[src/l15_adapter_settings.svh]
// Fixed one-beat L1.5 port; L15_TAG_W must equal L15_PORT_W + L15_ID_W
`ifndef L15_ADAPTER_SETTINGS_SVH
`define L15_ADAPTER_SETTINGS_SVH

`define L15_ADDR_W        32
`define L15_DATA_W        64
`define L15_LINE_W        128
`define L15_ID_W          4
`define L15_PORT_W        2
`define L15_TAG_W         6
`define L15_SIZE_W        3
`define L15_CREDITS       2

// Requester ports carried in the tag
`define L15_PORT_IFILL    2'd0
`define L15_PORT_READ     2'd1
`define L15_PORT_WRITE    2'd2

// L1.5 request and return type codes
`define L15_RQ_LOAD       3'd0
`define L15_RQ_STORE      3'd1
`define L15_RQ_IFILL      3'd4
`define L15_RT_LOAD       3'd0
`define L15_RT_IFILL      3'd1
`define L15_RT_STORE_ACK  3'd4

`endif

[src/l15_adapter_pkg.sv]
// Tag layout is port above id; the L1.5 side must echo the raw word unchanged
`include "l15_adapter_settings.svh"

package l15_adapter_pkg;

  // Transaction tag, opaque on the L1.5 side
  typedef union packed {
    logic [`L15_TAG_W-1:0] raw;
    struct packed {
      logic [`L15_PORT_W-1:0] port;
      logic [`L15_ID_W-1:0]   id;
    } fields;
  } l15_tag_u;

endpackage

[src/l15_mem_if.sv]
// Valid/ready channels; a source holds its fields while valid is high and ready low
`include "l15_adapter_settings.svh"

interface l15_req_if;
  import l15_adapter_pkg::*;

  logic                   valid;
  logic                   ready;
  logic [`L15_ADDR_W-1:0] addr;
  logic [`L15_SIZE_W-1:0] size;
  logic [2:0]             rtype;
  l15_tag_u               tag;
  logic [`L15_DATA_W-1:0] data;

  modport src (output valid, addr, size, rtype, tag, data, input ready);
  modport dst (input valid, addr, size, rtype, tag, data, output ready);

endinterface

interface l15_resp_if;
  import l15_adapter_pkg::*;

  logic                   valid;
  logic                   ready;
  l15_tag_u               tag;
  logic [2:0]             rtype;
  logic [`L15_LINE_W-1:0] data;

  modport src (output valid, tag, rtype, data, input ready);
  modport dst (input valid, tag, rtype, data, output ready);

endinterface

[src/icache_fill_bridge.sv]
// One miss in flight in the buffer; refill side has no back-pressure
`include "l15_adapter_settings.svh"

module icache_fill_bridge (
  input  logic                            clk_i,
  input  logic                            rst_i,
  input  logic                            miss_valid_i,
  output logic                            miss_ready_o,
  input  logic [`L15_ADDR_W-1:0]          miss_paddr_i,
  input  logic                            miss_nc_i,
  input  logic [`L15_ID_W-1:0]            miss_tid_i,
  l15_req_if.src                          req,
  input  logic                            ifill_resp_valid_i,
  input  logic [`L15_LINE_W-1:0]          ifill_resp_data_i,
  input  l15_adapter_pkg::l15_tag_u       ifill_resp_tag_i,
  output logic                            icache_resp_valid_o,
  output logic [`L15_LINE_W-1:0]          icache_resp_data_o,
  output logic [`L15_ID_W-1:0]            icache_resp_tid_o
);
  import l15_adapter_pkg::*;

  // log2 of the byte count
  localparam logic [`L15_SIZE_W-1:0] SIZE_WORD = 3;
  localparam logic [`L15_SIZE_W-1:0] SIZE_LINE = 4;

  logic                   full_q;
  logic [`L15_ADDR_W-1:0] paddr_q;
  logic [`L15_SIZE_W-1:0] size_q;
  logic [`L15_ID_W-1:0]   tid_q;
  l15_tag_u               tag_d;

  assign miss_ready_o = ~full_q;

  always_ff @(posedge clk_i) begin
    if (rst_i) begin
      full_q <= 1'b0;
    end else if (miss_valid_i && !full_q) begin
      full_q <= 1'b1;
    end else if (req.valid && req.ready) begin
      full_q <= 1'b0;
    end
  end

  // Payload captured only while empty
  always_ff @(posedge clk_i) begin
    if (miss_valid_i && !full_q) begin
      paddr_q <= miss_paddr_i;
      size_q  <= miss_nc_i ? SIZE_WORD : SIZE_LINE;
      tid_q   <= miss_tid_i;
    end
  end

  always_comb begin
    tag_d.fields.port = `L15_PORT_IFILL;
    tag_d.fields.id   = tid_q;
  end

  assign req.valid = full_q;
  assign req.addr  = paddr_q;
  assign req.size  = size_q;
  assign req.rtype = `L15_RQ_IFILL;
  assign req.tag   = tag_d;
  assign req.data  = '0;

  // Refill line goes straight back with its tid
  assign icache_resp_valid_o = ifill_resp_valid_i;
  assign icache_resp_data_o  = ifill_resp_data_i;
  assign icache_resp_tid_o   = ifill_resp_tag_i.fields.id;

endmodule

[src/l15_req_arbiter.sv]
// Three fixed requesters; a write is eligible only together with its data strobe
`include "l15_adapter_settings.svh"

module l15_req_arbiter (
  input  logic   clk_i,
  input  logic   rst_i,
  l15_req_if.dst ifill,
  l15_req_if.dst rd,
  l15_req_if.dst wr,
  input  logic   wr_data_valid_i,
  l15_req_if.src arb
);

  localparam int NREQ = 3;

  logic [NREQ-1:0] elig;
  logic [NREQ-1:0] rr_gnt;
  logic [NREQ-1:0] gnt;
  logic [NREQ-1:0] gnt_q;
  logic            hold_q;
  logic [1:0]      ptr_q;
  logic [1:0]      win;

  assign elig = {wr.valid & wr_data_valid_i, rd.valid, ifill.valid};

  // Search from the pointer; the lowest offset wins
  always_comb begin
    int unsigned j;
    rr_gnt = '0;
    for (int k = NREQ - 1; k >= 0; k--) begin
      j = ptr_q + k;
      if (j >= NREQ) begin
        j = j - NREQ;
      end
      if (elig[j]) begin
        rr_gnt = NREQ'(1) << j;
      end
    end
  end

  // Keep a stalled grant so the offered request stays stable
  assign gnt = (hold_q && |(gnt_q & elig)) ? gnt_q : rr_gnt;

  always_comb begin
    win = '0;
    for (int k = 0; k < NREQ; k++) begin
      if (gnt[k]) begin
        win = 2'(k);
      end
    end
  end

  always_ff @(posedge clk_i) begin
    if (rst_i) begin
      ptr_q  <= '0;
      hold_q <= 1'b0;
      gnt_q  <= '0;
    end else begin
      hold_q <= arb.valid & ~arb.ready;
      gnt_q  <= gnt;
      if (arb.valid && arb.ready) begin
        ptr_q <= (win == 2'(NREQ - 1)) ? 2'd0 : win + 2'd1;
      end
    end
  end

  assign arb.valid = |gnt;

  always_comb begin
    arb.addr  = ifill.addr;
    arb.size  = ifill.size;
    arb.rtype = ifill.rtype;
    arb.tag   = ifill.tag;
    arb.data  = ifill.data;
    if (gnt[1]) begin
      arb.addr  = rd.addr;
      arb.size  = rd.size;
      arb.rtype = rd.rtype;
      arb.tag   = rd.tag;
      arb.data  = rd.data;
    end else if (gnt[2]) begin
      arb.addr  = wr.addr;
      arb.size  = wr.size;
      arb.rtype = wr.rtype;
      arb.tag   = wr.tag;
      arb.data  = wr.data;
    end
  end

  // Only the winner sees ready
  assign ifill.ready = gnt[0] & arb.ready;
  assign rd.ready    = gnt[1] & arb.ready;
  assign wr.ready    = gnt[2] & arb.ready;

endmodule

[src/l15_bridge.sv]
// Return buffer depth equals L15_CREDITS, so L1.5 returns never need back-pressure
`include "l15_adapter_settings.svh"

module l15_bridge (
  input  logic                   clk_i,
  input  logic                   rst_i,
  l15_req_if.dst                 req,
  l15_resp_if.src                resp,
  output logic                   l15_val_o,
  input  logic                   l15_ack_i,
  output logic [2:0]             l15_rqtype_o,
  output logic [`L15_SIZE_W-1:0] l15_size_o,
  output logic [`L15_ADDR_W-1:0] l15_address_o,
  output logic [`L15_DATA_W-1:0] l15_data_o,
  output logic [`L15_TAG_W-1:0]  l15_tag_o,
  input  logic                   l15_rtrn_val_i,
  input  logic [2:0]             l15_rtrn_type_i,
  input  logic [`L15_TAG_W-1:0]  l15_rtrn_tag_i,
  input  logic [`L15_LINE_W-1:0] l15_rtrn_data_i
);
  import l15_adapter_pkg::*;

  localparam int DEPTH = `L15_CREDITS;
  localparam int CNT_W = $clog2(DEPTH + 1);
  localparam int PTR_W = $clog2(DEPTH);

  logic                   req_fire;
  logic                   resp_fire;
  logic                   val_q;
  logic [CNT_W-1:0]       outst_q;
  logic [2:0]             rqtype_q;
  logic [`L15_SIZE_W-1:0] size_q;
  logic [`L15_ADDR_W-1:0] addr_q;
  logic [`L15_DATA_W-1:0] data_q;
  l15_tag_u               tag_q;

  logic [2:0]             rt_type_q [DEPTH];
  l15_tag_u               rt_tag_q  [DEPTH];
  logic [`L15_LINE_W-1:0] rt_data_q [DEPTH];
  logic [PTR_W-1:0]       wr_ptr_q;
  logic [PTR_W-1:0]       rd_ptr_q;
  logic [CNT_W-1:0]       fill_q;

  assign req_fire  = req.valid & req.ready;
  assign resp_fire = resp.valid & resp.ready;

  // No new request while one waits for ack or credits are used up
  assign req.ready = ~val_q & (outst_q < CNT_W'(DEPTH));

  always_ff @(posedge clk_i) begin
    if (rst_i) begin
      val_q   <= 1'b0;
      outst_q <= '0;
    end else begin
      if (req_fire) begin
        val_q <= 1'b1;
      end else if (val_q && l15_ack_i) begin
        val_q <= 1'b0;
      end
      // Credit returns when the buffered response leaves
      outst_q <= outst_q + CNT_W'(req_fire) - CNT_W'(resp_fire);
    end
  end

  always_ff @(posedge clk_i) begin
    if (req_fire) begin
      rqtype_q <= req.rtype;
      size_q   <= req.size;
      addr_q   <= req.addr;
      data_q   <= req.data;
      tag_q    <= req.tag;
    end
  end

  assign l15_val_o     = val_q;
  assign l15_rqtype_o  = rqtype_q;
  assign l15_size_o    = size_q;
  assign l15_address_o = addr_q;
  assign l15_data_o    = data_q;
  assign l15_tag_o     = tag_q.raw;

  // Return FIFO
  always_ff @(posedge clk_i) begin
    if (rst_i) begin
      wr_ptr_q <= '0;
      rd_ptr_q <= '0;
      fill_q   <= '0;
    end else begin
      if (l15_rtrn_val_i) begin
        wr_ptr_q <= (wr_ptr_q == PTR_W'(DEPTH - 1)) ? '0 : wr_ptr_q + 1'b1;
      end
      if (resp_fire) begin
        rd_ptr_q <= (rd_ptr_q == PTR_W'(DEPTH - 1)) ? '0 : rd_ptr_q + 1'b1;
      end
      fill_q <= fill_q + CNT_W'(l15_rtrn_val_i) - CNT_W'(resp_fire);
    end
  end

  always_ff @(posedge clk_i) begin
    if (l15_rtrn_val_i) begin
      rt_type_q[wr_ptr_q]     <= l15_rtrn_type_i;
      rt_tag_q[wr_ptr_q].raw  <= l15_rtrn_tag_i;
      rt_data_q[wr_ptr_q]     <= l15_rtrn_data_i;
    end
  end

  assign resp.valid = (fill_q != '0);
  assign resp.rtype = rt_type_q[rd_ptr_q];
  assign resp.tag   = rt_tag_q[rd_ptr_q];
  assign resp.data  = rt_data_q[rd_ptr_q];

endmodule

[src/l15_resp_demux.sv]
// Returns whose type disagrees with their tag port are dropped
`include "l15_adapter_settings.svh"

module l15_resp_demux (
  l15_resp_if.dst                   resp,
  output logic                      ifill_valid_o,
  output logic [`L15_LINE_W-1:0]    ifill_data_o,
  output l15_adapter_pkg::l15_tag_u ifill_tag_o,
  output logic                      rd_valid_o,
  input  logic                      rd_ready_i,
  output logic [`L15_DATA_W-1:0]    rd_data_o,
  output logic [`L15_ID_W-1:0]      rd_id_o,
  output logic                      wr_valid_o,
  input  logic                      wr_ready_i,
  output logic [`L15_ID_W-1:0]      wr_id_o
);

  logic [`L15_PORT_W-1:0] port;
  logic                   to_ifill;
  logic                   to_rd;
  logic                   to_wr;

  assign port     = resp.tag.fields.port;
  assign to_ifill = (port == `L15_PORT_IFILL) && (resp.rtype == `L15_RT_IFILL);
  assign to_rd    = (port == `L15_PORT_READ)  && (resp.rtype == `L15_RT_LOAD);
  assign to_wr    = (port == `L15_PORT_WRITE) && (resp.rtype == `L15_RT_STORE_ACK);

  assign ifill_valid_o = resp.valid & to_ifill;
  assign ifill_data_o  = resp.data;
  assign ifill_tag_o   = resp.tag;

  assign rd_valid_o = resp.valid & to_rd;
  assign rd_data_o  = resp.data[`L15_DATA_W-1:0];
  assign rd_id_o    = resp.tag.fields.id;

  assign wr_valid_o = resp.valid & to_wr;
  assign wr_id_o    = resp.tag.fields.id;

  // Refill side and dropped returns never stall
  assign resp.ready = to_rd ? rd_ready_i : (to_wr ? wr_ready_i : 1'b1);

endmodule

[src/l15_adapter_top.sv]
// Single-beat transfers only; at most L15_CREDITS transactions outstanding on the L1.5
`include "l15_adapter_settings.svh"

module l15_adapter_top (
  input  logic                   clk_i,
  input  logic                   rst_i,
  // Instruction cache
  input  logic                   icache_miss_valid_i,
  output logic                   icache_miss_ready_o,
  input  logic [`L15_ADDR_W-1:0] icache_miss_paddr_i,
  input  logic                   icache_miss_nc_i,
  input  logic [`L15_ID_W-1:0]   icache_miss_tid_i,
  output logic                   icache_resp_valid_o,
  output logic [`L15_LINE_W-1:0] icache_resp_data_o,
  output logic [`L15_ID_W-1:0]   icache_resp_tid_o,
  // Data cache read miss
  input  logic                   dcache_rd_valid_i,
  output logic                   dcache_rd_ready_o,
  input  logic [`L15_ADDR_W-1:0] dcache_rd_addr_i,
  input  logic [`L15_SIZE_W-1:0] dcache_rd_size_i,
  input  logic [`L15_ID_W-1:0]   dcache_rd_id_i,
  // Data cache write buffer
  input  logic                   dcache_wr_valid_i,
  output logic                   dcache_wr_ready_o,
  input  logic [`L15_ADDR_W-1:0] dcache_wr_addr_i,
  input  logic [`L15_SIZE_W-1:0] dcache_wr_size_i,
  input  logic [`L15_ID_W-1:0]   dcache_wr_id_i,
  input  logic                   dcache_wdata_valid_i,
  output logic                   dcache_wdata_ready_o,
  input  logic [`L15_DATA_W-1:0] dcache_wdata_i,
  // Data cache responses
  output logic                   dcache_rd_resp_valid_o,
  input  logic                   dcache_rd_resp_ready_i,
  output logic [`L15_DATA_W-1:0] dcache_rd_resp_data_o,
  output logic [`L15_ID_W-1:0]   dcache_rd_resp_id_o,
  output logic                   dcache_wr_resp_valid_o,
  input  logic                   dcache_wr_resp_ready_i,
  output logic [`L15_ID_W-1:0]   dcache_wr_resp_id_o,
  // L1.5
  output logic                   l15_val_o,
  input  logic                   l15_ack_i,
  output logic [2:0]             l15_rqtype_o,
  output logic [`L15_SIZE_W-1:0] l15_size_o,
  output logic [`L15_ADDR_W-1:0] l15_address_o,
  output logic [`L15_DATA_W-1:0] l15_data_o,
  output logic [`L15_TAG_W-1:0]  l15_tag_o,
  input  logic                   l15_rtrn_val_i,
  input  logic [2:0]             l15_rtrn_type_i,
  input  logic [`L15_TAG_W-1:0]  l15_rtrn_tag_i,
  input  logic [`L15_LINE_W-1:0] l15_rtrn_data_i
);
  import l15_adapter_pkg::*;

  logic                   ifill_valid;
  logic [`L15_LINE_W-1:0] ifill_data;
  l15_tag_u               ifill_tag;

  l15_req_if  ifill_req ();
  l15_req_if  rd_req ();
  l15_req_if  wr_req ();
  l15_req_if  arb_req ();
  l15_resp_if buf_resp ();

  // Read miss port
  assign rd_req.valid      = dcache_rd_valid_i;
  assign rd_req.addr       = dcache_rd_addr_i;
  assign rd_req.size       = dcache_rd_size_i;
  assign rd_req.rtype      = `L15_RQ_LOAD;
  assign rd_req.tag        = {`L15_PORT_READ, dcache_rd_id_i};
  assign rd_req.data       = '0;
  assign dcache_rd_ready_o = rd_req.ready;

  // Write buffer port, request and data accepted together
  assign wr_req.valid         = dcache_wr_valid_i;
  assign wr_req.addr          = dcache_wr_addr_i;
  assign wr_req.size          = dcache_wr_size_i;
  assign wr_req.rtype         = `L15_RQ_STORE;
  assign wr_req.tag           = {`L15_PORT_WRITE, dcache_wr_id_i};
  assign wr_req.data          = dcache_wdata_i;
  assign dcache_wr_ready_o    = wr_req.ready;
  assign dcache_wdata_ready_o = wr_req.ready;

  icache_fill_bridge u_ifill (
    .clk_i               (clk_i),
    .rst_i               (rst_i),
    .miss_valid_i        (icache_miss_valid_i),
    .miss_ready_o        (icache_miss_ready_o),
    .miss_paddr_i        (icache_miss_paddr_i),
    .miss_nc_i           (icache_miss_nc_i),
    .miss_tid_i          (icache_miss_tid_i),
    .req                 (ifill_req.src),
    .ifill_resp_valid_i  (ifill_valid),
    .ifill_resp_data_i   (ifill_data),
    .ifill_resp_tag_i    (ifill_tag),
    .icache_resp_valid_o (icache_resp_valid_o),
    .icache_resp_data_o  (icache_resp_data_o),
    .icache_resp_tid_o   (icache_resp_tid_o)
  );

  l15_req_arbiter u_arb (
    .clk_i           (clk_i),
    .rst_i           (rst_i),
    .ifill           (ifill_req.dst),
    .rd              (rd_req.dst),
    .wr              (wr_req.dst),
    .wr_data_valid_i (dcache_wdata_valid_i),
    .arb             (arb_req.src)
  );

  l15_bridge u_bridge (
    .clk_i           (clk_i),
    .rst_i           (rst_i),
    .req             (arb_req.dst),
    .resp            (buf_resp.src),
    .l15_val_o       (l15_val_o),
    .l15_ack_i       (l15_ack_i),
    .l15_rqtype_o    (l15_rqtype_o),
    .l15_size_o      (l15_size_o),
    .l15_address_o   (l15_address_o),
    .l15_data_o      (l15_data_o),
    .l15_tag_o       (l15_tag_o),
    .l15_rtrn_val_i  (l15_rtrn_val_i),
    .l15_rtrn_type_i (l15_rtrn_type_i),
    .l15_rtrn_tag_i  (l15_rtrn_tag_i),
    .l15_rtrn_data_i (l15_rtrn_data_i)
  );

  l15_resp_demux u_demux (
    .resp          (buf_resp.dst),
    .ifill_valid_o (ifill_valid),
    .ifill_data_o  (ifill_data),
    .ifill_tag_o   (ifill_tag),
    .rd_valid_o    (dcache_rd_resp_valid_o),
    .rd_ready_i    (dcache_rd_resp_ready_i),
    .rd_data_o     (dcache_rd_resp_data_o),
    .rd_id_o       (dcache_rd_resp_id_o),
    .wr_valid_o    (dcache_wr_resp_valid_o),
    .wr_ready_i    (dcache_wr_resp_ready_i),
    .wr_id_o       (dcache_wr_resp_id_o)
  );

endmodule

[config.mk]
export PLATFORM = sky130hd
export DESIGN_NAME = l15_adapter_top
export DESIGN_NICKNAME = d
export VERILOG_FILES = /design/src/l15_adapter_pkg.sv /design/src/l15_mem_if.sv /design/src/icache_fill_bridge.sv /design/src/l15_req_arbiter.sv /design/src/l15_bridge.sv /design/src/l15_resp_demux.sv /design/src/l15_adapter_top.sv
export VERILOG_INCLUDE_DIRS = /design/src /design/src/src
export SDC_FILE = /design/constraint.sdc
export NUM_CORES = 1
export LEC_CHECK = 0
export ABC_AREA = 1
export BUFFER_PORTS_ARGS = -buffer_cell sky130_fd_sc_hd__clkbuf_2
export CORE_AREA = 5 5 252 254
export CTS_CLUSTER_DIAMETER = 200
export DETAILED_ROUTE_END_ITERATION = 16
export DIE_AREA = 0 0 257 259
export HOLD_SLACK_MARGIN = 0.06
export PLACE_DENSITY_LB_ADDON = 0.12
export SLEW_MARGIN = 20
export SYNTH_ARGS = -nofsm -noshare
export SYNTH_HDL_FRONTEND = slang
export SYNTH_SLANG_ARGS = --single-unit
export TNS_END_PERCENT = 100
[constraint.sdc]
create_clock -name clk_i -period 18.35 [get_ports clk_i]
set_clock_uncertainty 0.15 [all_clocks]
set_input_delay 1.835 -clock clk_i [delete_from_list [all_inputs] [get_ports clk_i]]
set_output_delay 1.835 -clock clk_i [all_outputs]
set_load 0.1 [all_outputs]
==> results.sh, run 1 <==
export IMPL_hp_start="u_bridge.fill_q[1]$_SDFF_PP0_"
export IMPL_drv_cap=0
export IMPL_post_route_period_util=0.312
export IMPL_endpoint_kind="primary output"
export IMPL_grt_pass1_vias=11000
export IMPL_min_path_cells=1
export IMPL_final_common_cell="clkbuf_2"
export IMPL_crit_type="primary input to primary output"
export IMPL_row_count=91
export IMPL_async_reset_ff_frac=0
export IMPL_synth_edf_count=418
export IMPL_relSlewSlack=0.302
export IMPL_min_period_ns=5.73
export IMPL_startpoint_type="primary input"
export IMPL_die_x_um=257
export IMPL_drtIter0Drc=594
export IMPL_nets=2046
export IMPL_fin_cells=2544
export IMPL_antenna_found_initial=9
export IMPL_cts_resized=0
export IMPL_final_max_slew_viol_count=0
export IMPL_cts_sinks=433
export IMPL_areaGrowthSynthToFinish_pct=29.4
export IMPL_vias=10700
export IMPL_ant_nets=0
export IMPL_root_buffer="clkbuf_16"
export IMPL_placed_cells=2450
export IMPL_clk_path_buf_depth=3
export IMPL_post_dp_cell_area_sq_mm=0.0205
export IMPL_grt_overflow_total=0
export IMPL_fmax_mhz=174
export IMPL_hp_class="register to register"
export IMPL_grt_max_degree=87
export IMPL_grt_pass1_wl_mm=72.4
export IMPL_final_setup_tns_ns=0
export IMPL_finalWeightedCongestion=0.837
export IMPL_rrSetupSlack_ns=14.30
export IMPL_synth_area_mux_share=0.0874
export IMPL_r2r_end="u_bridge.l15_data_o[10]$_SDFFCE_PP0P_"
export IMPL_hold_viol=0
export IMPL_synthAdderAreaFrac=0.00589
export IMPL_numCtsBuffers=50
export IMPL_whs_endpoint="u_bridge.fill_q[1]$_SDFF_PP0_"
export IMPL_tightest_slew_ns=1.05
export IMPL_yosys_area_share_simple=0.0751
export IMPL_critPathMaxStageDelay_ns=0.49
export IMPL_cts_tree="yes"
export IMPL_dominantRegCellSynth="edfxtp_1"
export IMPL_start_util=0.279
export IMPL_port_buffers=644
export IMPL_fin_area_sq_mm=0.0220
export IMPL_critPathSlowestCell="clkbuf_2"
export IMPL_path_cells="clkbuf_2, nand2_1, inv_1, nand2_1, nand3_1, nand2_1, nand2_1, inv_1, nand2_2, nand2_4, inv_1, nor2_1, clkbuf_2"
export IMPL_crit_required_ns=16.36
export IMPL_drt_total_wl_mm=50.7
export IMPL_core_sq_mm=0.0610
export IMPL_rsz0062_at_grt="no"
export IMPL_holdBufCountCts=0
export IMPL_arrival_ns=3.75
export IMPL_h_tree_depth=2
export IMPL_path_clk_slew_ns=0.05
export IMPL_ys_seq_area_frac=0.756
export IMPL_rr_worst_depth=15
export IMPL_setup_viol=0
export IMPL_synthesis_area_sq_mm=0.0170
export IMPL_dieArea_sq_mm=0.0666
export IMPL_synth_seq_cells=433
export IMPL_fillers=6055
export IMPL_synth_nets=1451
export IMPL_dp_hpwl_mm=36.6
export IMPL_synth_top_family_by_area="multiplexers"
export IMPL_postSynthCellCount=1117
export IMPL_ioPinCount=646
export IMPL_clock_latency_ns=0.58
export IMPL_drive_gt1_frac=0.491
export IMPL_die_h_um=259
export IMPL_whs_ns=0.298
export IMPL_dr_pass1_iters=5
export IMPL_rr_startpoint="u_arb.ptr_q[0]$_SDFFE_PP0P_"
export IMPL_cts_setup_buffers=0
export IMPL_via_per_inst=4.19
export IMPL_mostFrequentLayoutCells="644 x clkbuf_2, 418 x edfxtp_1, 157 x nand2_1, 132 x mux2_2, 102 x inv_1"
export IMPL_synth_warnings=0
export IMPL_cpMostUsedCell="nand2_1"
export IMPL_avgSynthCellArea_sq_um=15.2
export IMPL_synthXorXnorAreaFrac=0.00103
export IMPL_groute_usage_overall=0.142
export IMPL_crit_fanout=43
export IMPL_routedWlPerCell_um=19.9
export IMPL_synth_compound_area_frac=0.00530
export IMPL_yosysUniqueCellTypes=28
export IMPL_drc_errors=0
export IMPL_status="finished, final reports clean"
## worst max-delay path by stage
stage	from	end	slack [ns]	cells after the start
3_5_place_dp	dcache_wr_valid_i	dcache_rd_ready_o	12.62	13
5_1_grt	dcache_wr_valid_i	dcache_rd_ready_o	12.39	13
2_1_floorplan	l15_rtrn_val_i	u_bridge.rt_data_q[0][0]$_DFFE_PP_	9.96	2
6_report	dcache_wr_valid_i	dcache_rd_ready_o	12.62	13
4_1_cts	register	icache_resp_tid_o[0]	12.52	4
3_3_place_gp	dcache_wr_valid_i	dcache_rd_ready_o	12.66	13
## cell families (layout without fill, tap and decap cells)
group,after synthesis,count (layout)
AO/OA/AOI/OAI,18,18
flip-flops,433,433
XOR/XNOR,2,2
other,1,6
buffers and inverters,217,849
multiplexers,132,132
AND/OR/NAND/NOR,306,306
adder cells (fa/ha/maj),8,8
## registers in the layout, indices dropped and copies added (netlist names), 2 cells and up, named ones only
name and cells:
u_bridge.rt_tag_q 12, u_arb.ptr_q 2, u_bridge.l15_size_o 3, u_bridge.fill_q 2, u_arb.gnt_q 3, u_ifill.tid_q 4, u_bridge.outst_q 2, u_bridge.l15_address_o 32
u_bridge.l15_rqtype_o 2, u_bridge.l15_data_o 64, u_bridge.rt_type_q 6, u_bridge.rt_data_q 256, u_ifill.req.addr 32, u_bridge.l15_tag_o 5, u_ifill.req.size 2
## routing by layer
layer,up-vias,track usage,part of all wire
met2,324,0.256,0.53
met4,8,0.0443,0.024
met1,5213,0.166,0.39
li1,5052,-,-
met3,73,0.0384,0.063
met5,-,0,0.00091
## worst max-delay path: cells and delay by family
family                 cells  cell delay, ns
buffers and inverters      5            0.84
AND/OR/NAND/NOR            8            1.05
## final cells by class
type / instances / area, sq um / area share
antenna: 5 / 12.5 / 0.000569
clock buffer: 69 / 1330 / 0.0606
clock inverter: 20 / 135 / 0.00614
inverter: 108 / 415 / 0.0189
multi-input combinational: 467 / 2980 / 0.136
sequential: 433 / 12900 / 0.584
tap: 790 / 988 / 0.0449
timing repair buffer: 652 / 3280 / 0.149
## cells in the mapped netlist, types with 4 or more instances
| master | count | area (sq um) |
|---|---|---|
| edfxtp_1 | 418 | 12600 |
| nand2_1 | 157 | 589 |
| mux2_2 | 132 | 1490 |
| inv_1 | 104 | 390 |
| nor2_1 | 81 | 304 |
| buf_4 | 76 | 571 |
| nand3_1 | 54 | 270 |
| buf_2 | 23 | 115 |
| dfxtp_1 | 15 | 300 |
| a21oi_1 | 9 | 45.0 |
| ha_1 | 8 | 100 |
| o21ai_0 | 8 | 40.0 |
| buf_6 | 6 | 67.6 |
| inv_2 | 4 | 15.0 |
| nand2_2 | 4 | 25.0 |
## per-stage QoR
step                      setup WS (ns)  utilization
after CTS                         12.52        0.360
after detailed placement          12.62        0.336
after global routing              12.39        0.361
after floorplan                    9.96            -
after global placement            12.66        0.336
final                             12.62        0.361
Power of run 1 is not shown: default switching activity piles up to over one toggle a cycle in this logic, so the estimate is an artifact.
==> run 2: changes to the inputs <==
--- a/config.mk
+++ b/config.mk
@@ -6,12 +6,12 @@
 export SDC_FILE = /design/constraint.sdc
 export NUM_CORES = 1
 export LEC_CHECK = 0
-export ABC_AREA = 1
+export ABC_AREA = 0
 export BUFFER_PORTS_ARGS = -buffer_cell sky130_fd_sc_hd__clkbuf_2
-export CORE_AREA = 5 5 252 254
+export CORE_MARGIN = 5
+export CORE_UTILIZATION = 30
 export CTS_CLUSTER_DIAMETER = 200
 export DETAILED_ROUTE_END_ITERATION = 16
-export DIE_AREA = 0 0 257 259
 export HOLD_SLACK_MARGIN = 0.06
 export PLACE_DENSITY_LB_ADDON = 0.12
 export SLEW_MARGIN = 20
==> constraint.sdc (replaced) <==
create_clock -name clk_i -period 5.2 [get_ports clk_i]
set_clock_uncertainty 0.15 [all_clocks]
set_input_delay 0.52 -clock clk_i [delete_from_list [all_inputs] [get_ports clk_i]]
set_output_delay 0.52 -clock clk_i [all_outputs]
set_load 0.1 [all_outputs]
==> run 2 against run 1 <==
Against the previous run: final area up 13%; sequential share of layout area fell by 6.7 points; largest cell class unchanged; sequential cell count unchanged; clock-buffer cell count shrank 10; wire length rose by 0.83%; critical path depth is 6 lower; first-iteration DRC count is 18% lower; non-clock buffer count grew 275.
==> results.sh, run 2 <==
export IMPL_finalWeightedCongestion=0.831
export IMPL_routedWlPerCell_um=19.4
export IMPL_crit_type="register to primary output"
export IMPL_avgSynthCellArea_sq_um=17.5
export IMPL_nets=2172
export IMPL_yosysUniqueCellTypes=44
export IMPL_h_tree_depth=2
export IMPL_yosysTopAreaCell="edfxtp_1"
export IMPL_setup_viol=0
export IMPL_final_setup_tns_ns=0
export IMPL_drt_total_wl_mm=51.1
export IMPL_dominantRegCellSynth="edfxtp_1"
export IMPL_groute_usage_overall=0.158
export IMPL_drive_gt1_frac=0.463
export IMPL_final_util=0.441
export IMPL_synth_seq_cells=433
export IMPL_numCtsBuffers=50
export IMPL_core_sq_mm=0.0564
export IMPL_path_clk_slew_ns=0.05
export IMPL_die_x_um=249
export IMPL_met2_usage=0.278
export IMPL_critPathSlowestCell="clkbuf_2"
export IMPL_grt_overflow_total=0
export IMPL_post_route_period_util=0.731
export IMPL_dieArea_sq_mm=0.0618
export IMPL_row_count=87
export IMPL_postSynthCellCount=974
export IMPL_top_register="u_bridge.rt_data_q"
export IMPL_areaGrowthSynthToFinish_pct=45.5
export IMPL_endpoint_kind="primary output"
export IMPL_dp_hpwl_mm=36.8
export IMPL_fmax_mhz=263
export IMPL_largest_reg_flops=256
export IMPL_synth_nets=1308
export IMPL_grt_pass1_wl_mm=75.4
export IMPL_drtIter0Drc=486
export IMPL_final_max_slew_viol_count=0
export IMPL_final_common_cell="clkbuf_2"
export IMPL_synth_edf_count=418
export IMPL_min_period_ns=3.80
export IMPL_ioPinCount=646
export IMPL_yosysMostFrequentCell="edfxtp_1"
export IMPL_via_per_inst=4.27
export IMPL_ys_seq_area_frac=0.753
export IMPL_met1_usage=0.176
export IMPL_fin_cells=2632
export IMPL_synth_commonest_cells="418 x edfxtp_1, 132 x mux2_2, 83 x buf_4"
export IMPL_start_util=0.303
export IMPL_fillers=5251
export IMPL_clk_path_buf_depth=3
export IMPL_top_usage_layer="met2"
export IMPL_placed_cells=2271
export IMPL_clock_latency_ns=0.58
export IMPL_drc_errors=0
export IMPL_relSlewSlack=0.397
export IMPL_synthTopCellsByArea="edfxtp_1 73%, mux2_2 8.7%, buf_4 3.6%"
export IMPL_globalRouteMet3Util=0.0634
export IMPL_crit_required_ns=4.53
export IMPL_hp_class="primary input to register"
export IMPL_die_h_um=249
export IMPL_dr_pass1_iters=4
export IMPL_path_cells="inv_1, ha_1, nor2b_1, o21ai_0, o31a_2, nor3_1, clkbuf_2"
export IMPL_synthesis_area_sq_mm=0.0171
export IMPL_status="finished, final reports clean"
export IMPL_critPathMaxStageDelay_ns=0.53
export IMPL_hold_viol=0
export IMPL_crit_fanout=13
export IMPL_drv_cap=0
export IMPL_cts_tree="yes"
export IMPL_grt_pass1_vias=12000
export IMPL_async_reset_ff_frac=0
export IMPL_root_buffer="clkbuf_16"
export IMPL_port_buffers=644
export IMPL_arrival_ns=3.13
export IMPL_ant_nets=0
export IMPL_rsz0062_at_grt="no"
export IMPL_synthDominantCellAreaShare=0.735
export IMPL_mostFrequentLayoutCells="644 x clkbuf_2, 418 x edfxtp_1, 271 x dlygate4sd3_1, 132 x mux2_2, 66 x and2_1"
export IMPL_vias=11200
export IMPL_startpoint_type="register"
export IMPL_cts_sinks=433
export IMPL_whs_ns=0.109
export IMPL_antenna_found_initial=7
export IMPL_tightest_slew_ns=0.905
export IMPL_synth_warnings=0
export IMPL_grt_max_degree=99
-- run 2: area by class of cell --
cell class	instances	area, sq um	area share
clock buffer	59	1340	0.0538
clock inverter	28	150	0.00604
tap	756	946	0.0381
inverter	10	37.5	0.00151
sequential	433	12900	0.518
antenna	3	7.51	0.000302
multi-input combinational	416	3410	0.137
timing repair buffer	927	6100	0.245
-- run 2: path summary, 6_finish.rpt --
| check | from | endpoint | slack [ns] | cells after the start |
|---|---|---|---|---|
| min reg2reg | u_bridge.rd_ptr_q$_SDFFE_PP0P_ | u_bridge.rd_ptr_q$_SDFFE_PP0P_ | 0.37 | 2 |
| max | u_arb.ptr_q[0]$_SDFFE_PP0P_ | dcache_wdata_ready_o | 1.40 | 7 |
| max reg2reg | u_arb.ptr_q[0]$_SDFFE_PP0P_ | u_bridge.l15_data_o[51]$_SDFFCE_PP0P_ | 1.40 | 9 |
| min | l15_rtrn_val_i | u_bridge.wr_ptr_q$_SDFFE_PP0P_ | 0.11 | 3 |
-- run 2: logic make-up after synthesis --
group           count (synthesis)  share of synthesized area
compound gates                 65                     0.0247
xor+xnor                        6                    0.00308
fa+ha+maj                       8                    0.00586
buf+inv                       125                     0.0497
flops                         433                      0.753
mux                           174                      0.112
other cells                     1                   0.000220
simple gates                  162                     0.0522
-- run 2: critical path, delay by kind of cell (launching register included) --
kind	cells	cell delay [ns]
AOI/OAI and AO/OA	2	0.54
buffers and inverters	2	0.61
adders and majority gates	1	0.49
and+or+nand+nor	2	0.53
DFF	1	0.37
-- run 2: layer usage --
metal / part of all wire / wire (um)
met1: 0.37 / 19000
met2: 0.51 / 25800
met3: 0.093 / 4770
met4: 0.029 / 1490
met5: 0.0011 / 57
-- run 2: metrics by stage --
step | instance area (sq um) | worst slack [ns]
global placement | 20600 | 1.45
finish | 24800 | 1.40
floorplan | 17100 | 0.123
detailed placement | 20600 | 1.47
CTS | 24800 | 1.32
global route | 24800 | 1.14
-- run 2: what timing repair did --
| action | in CTS | in global routing |
|---|---|---|
| setup endpoints to repair | 0 | 0 |
| hold endpoints to repair | 409 | 0 |
| hold buffers | 271 | 0 |
| resized for setup | 0 | 0 |
| setup buffers | 0 | 0 |
Power of run 2 is left out for the same reason.
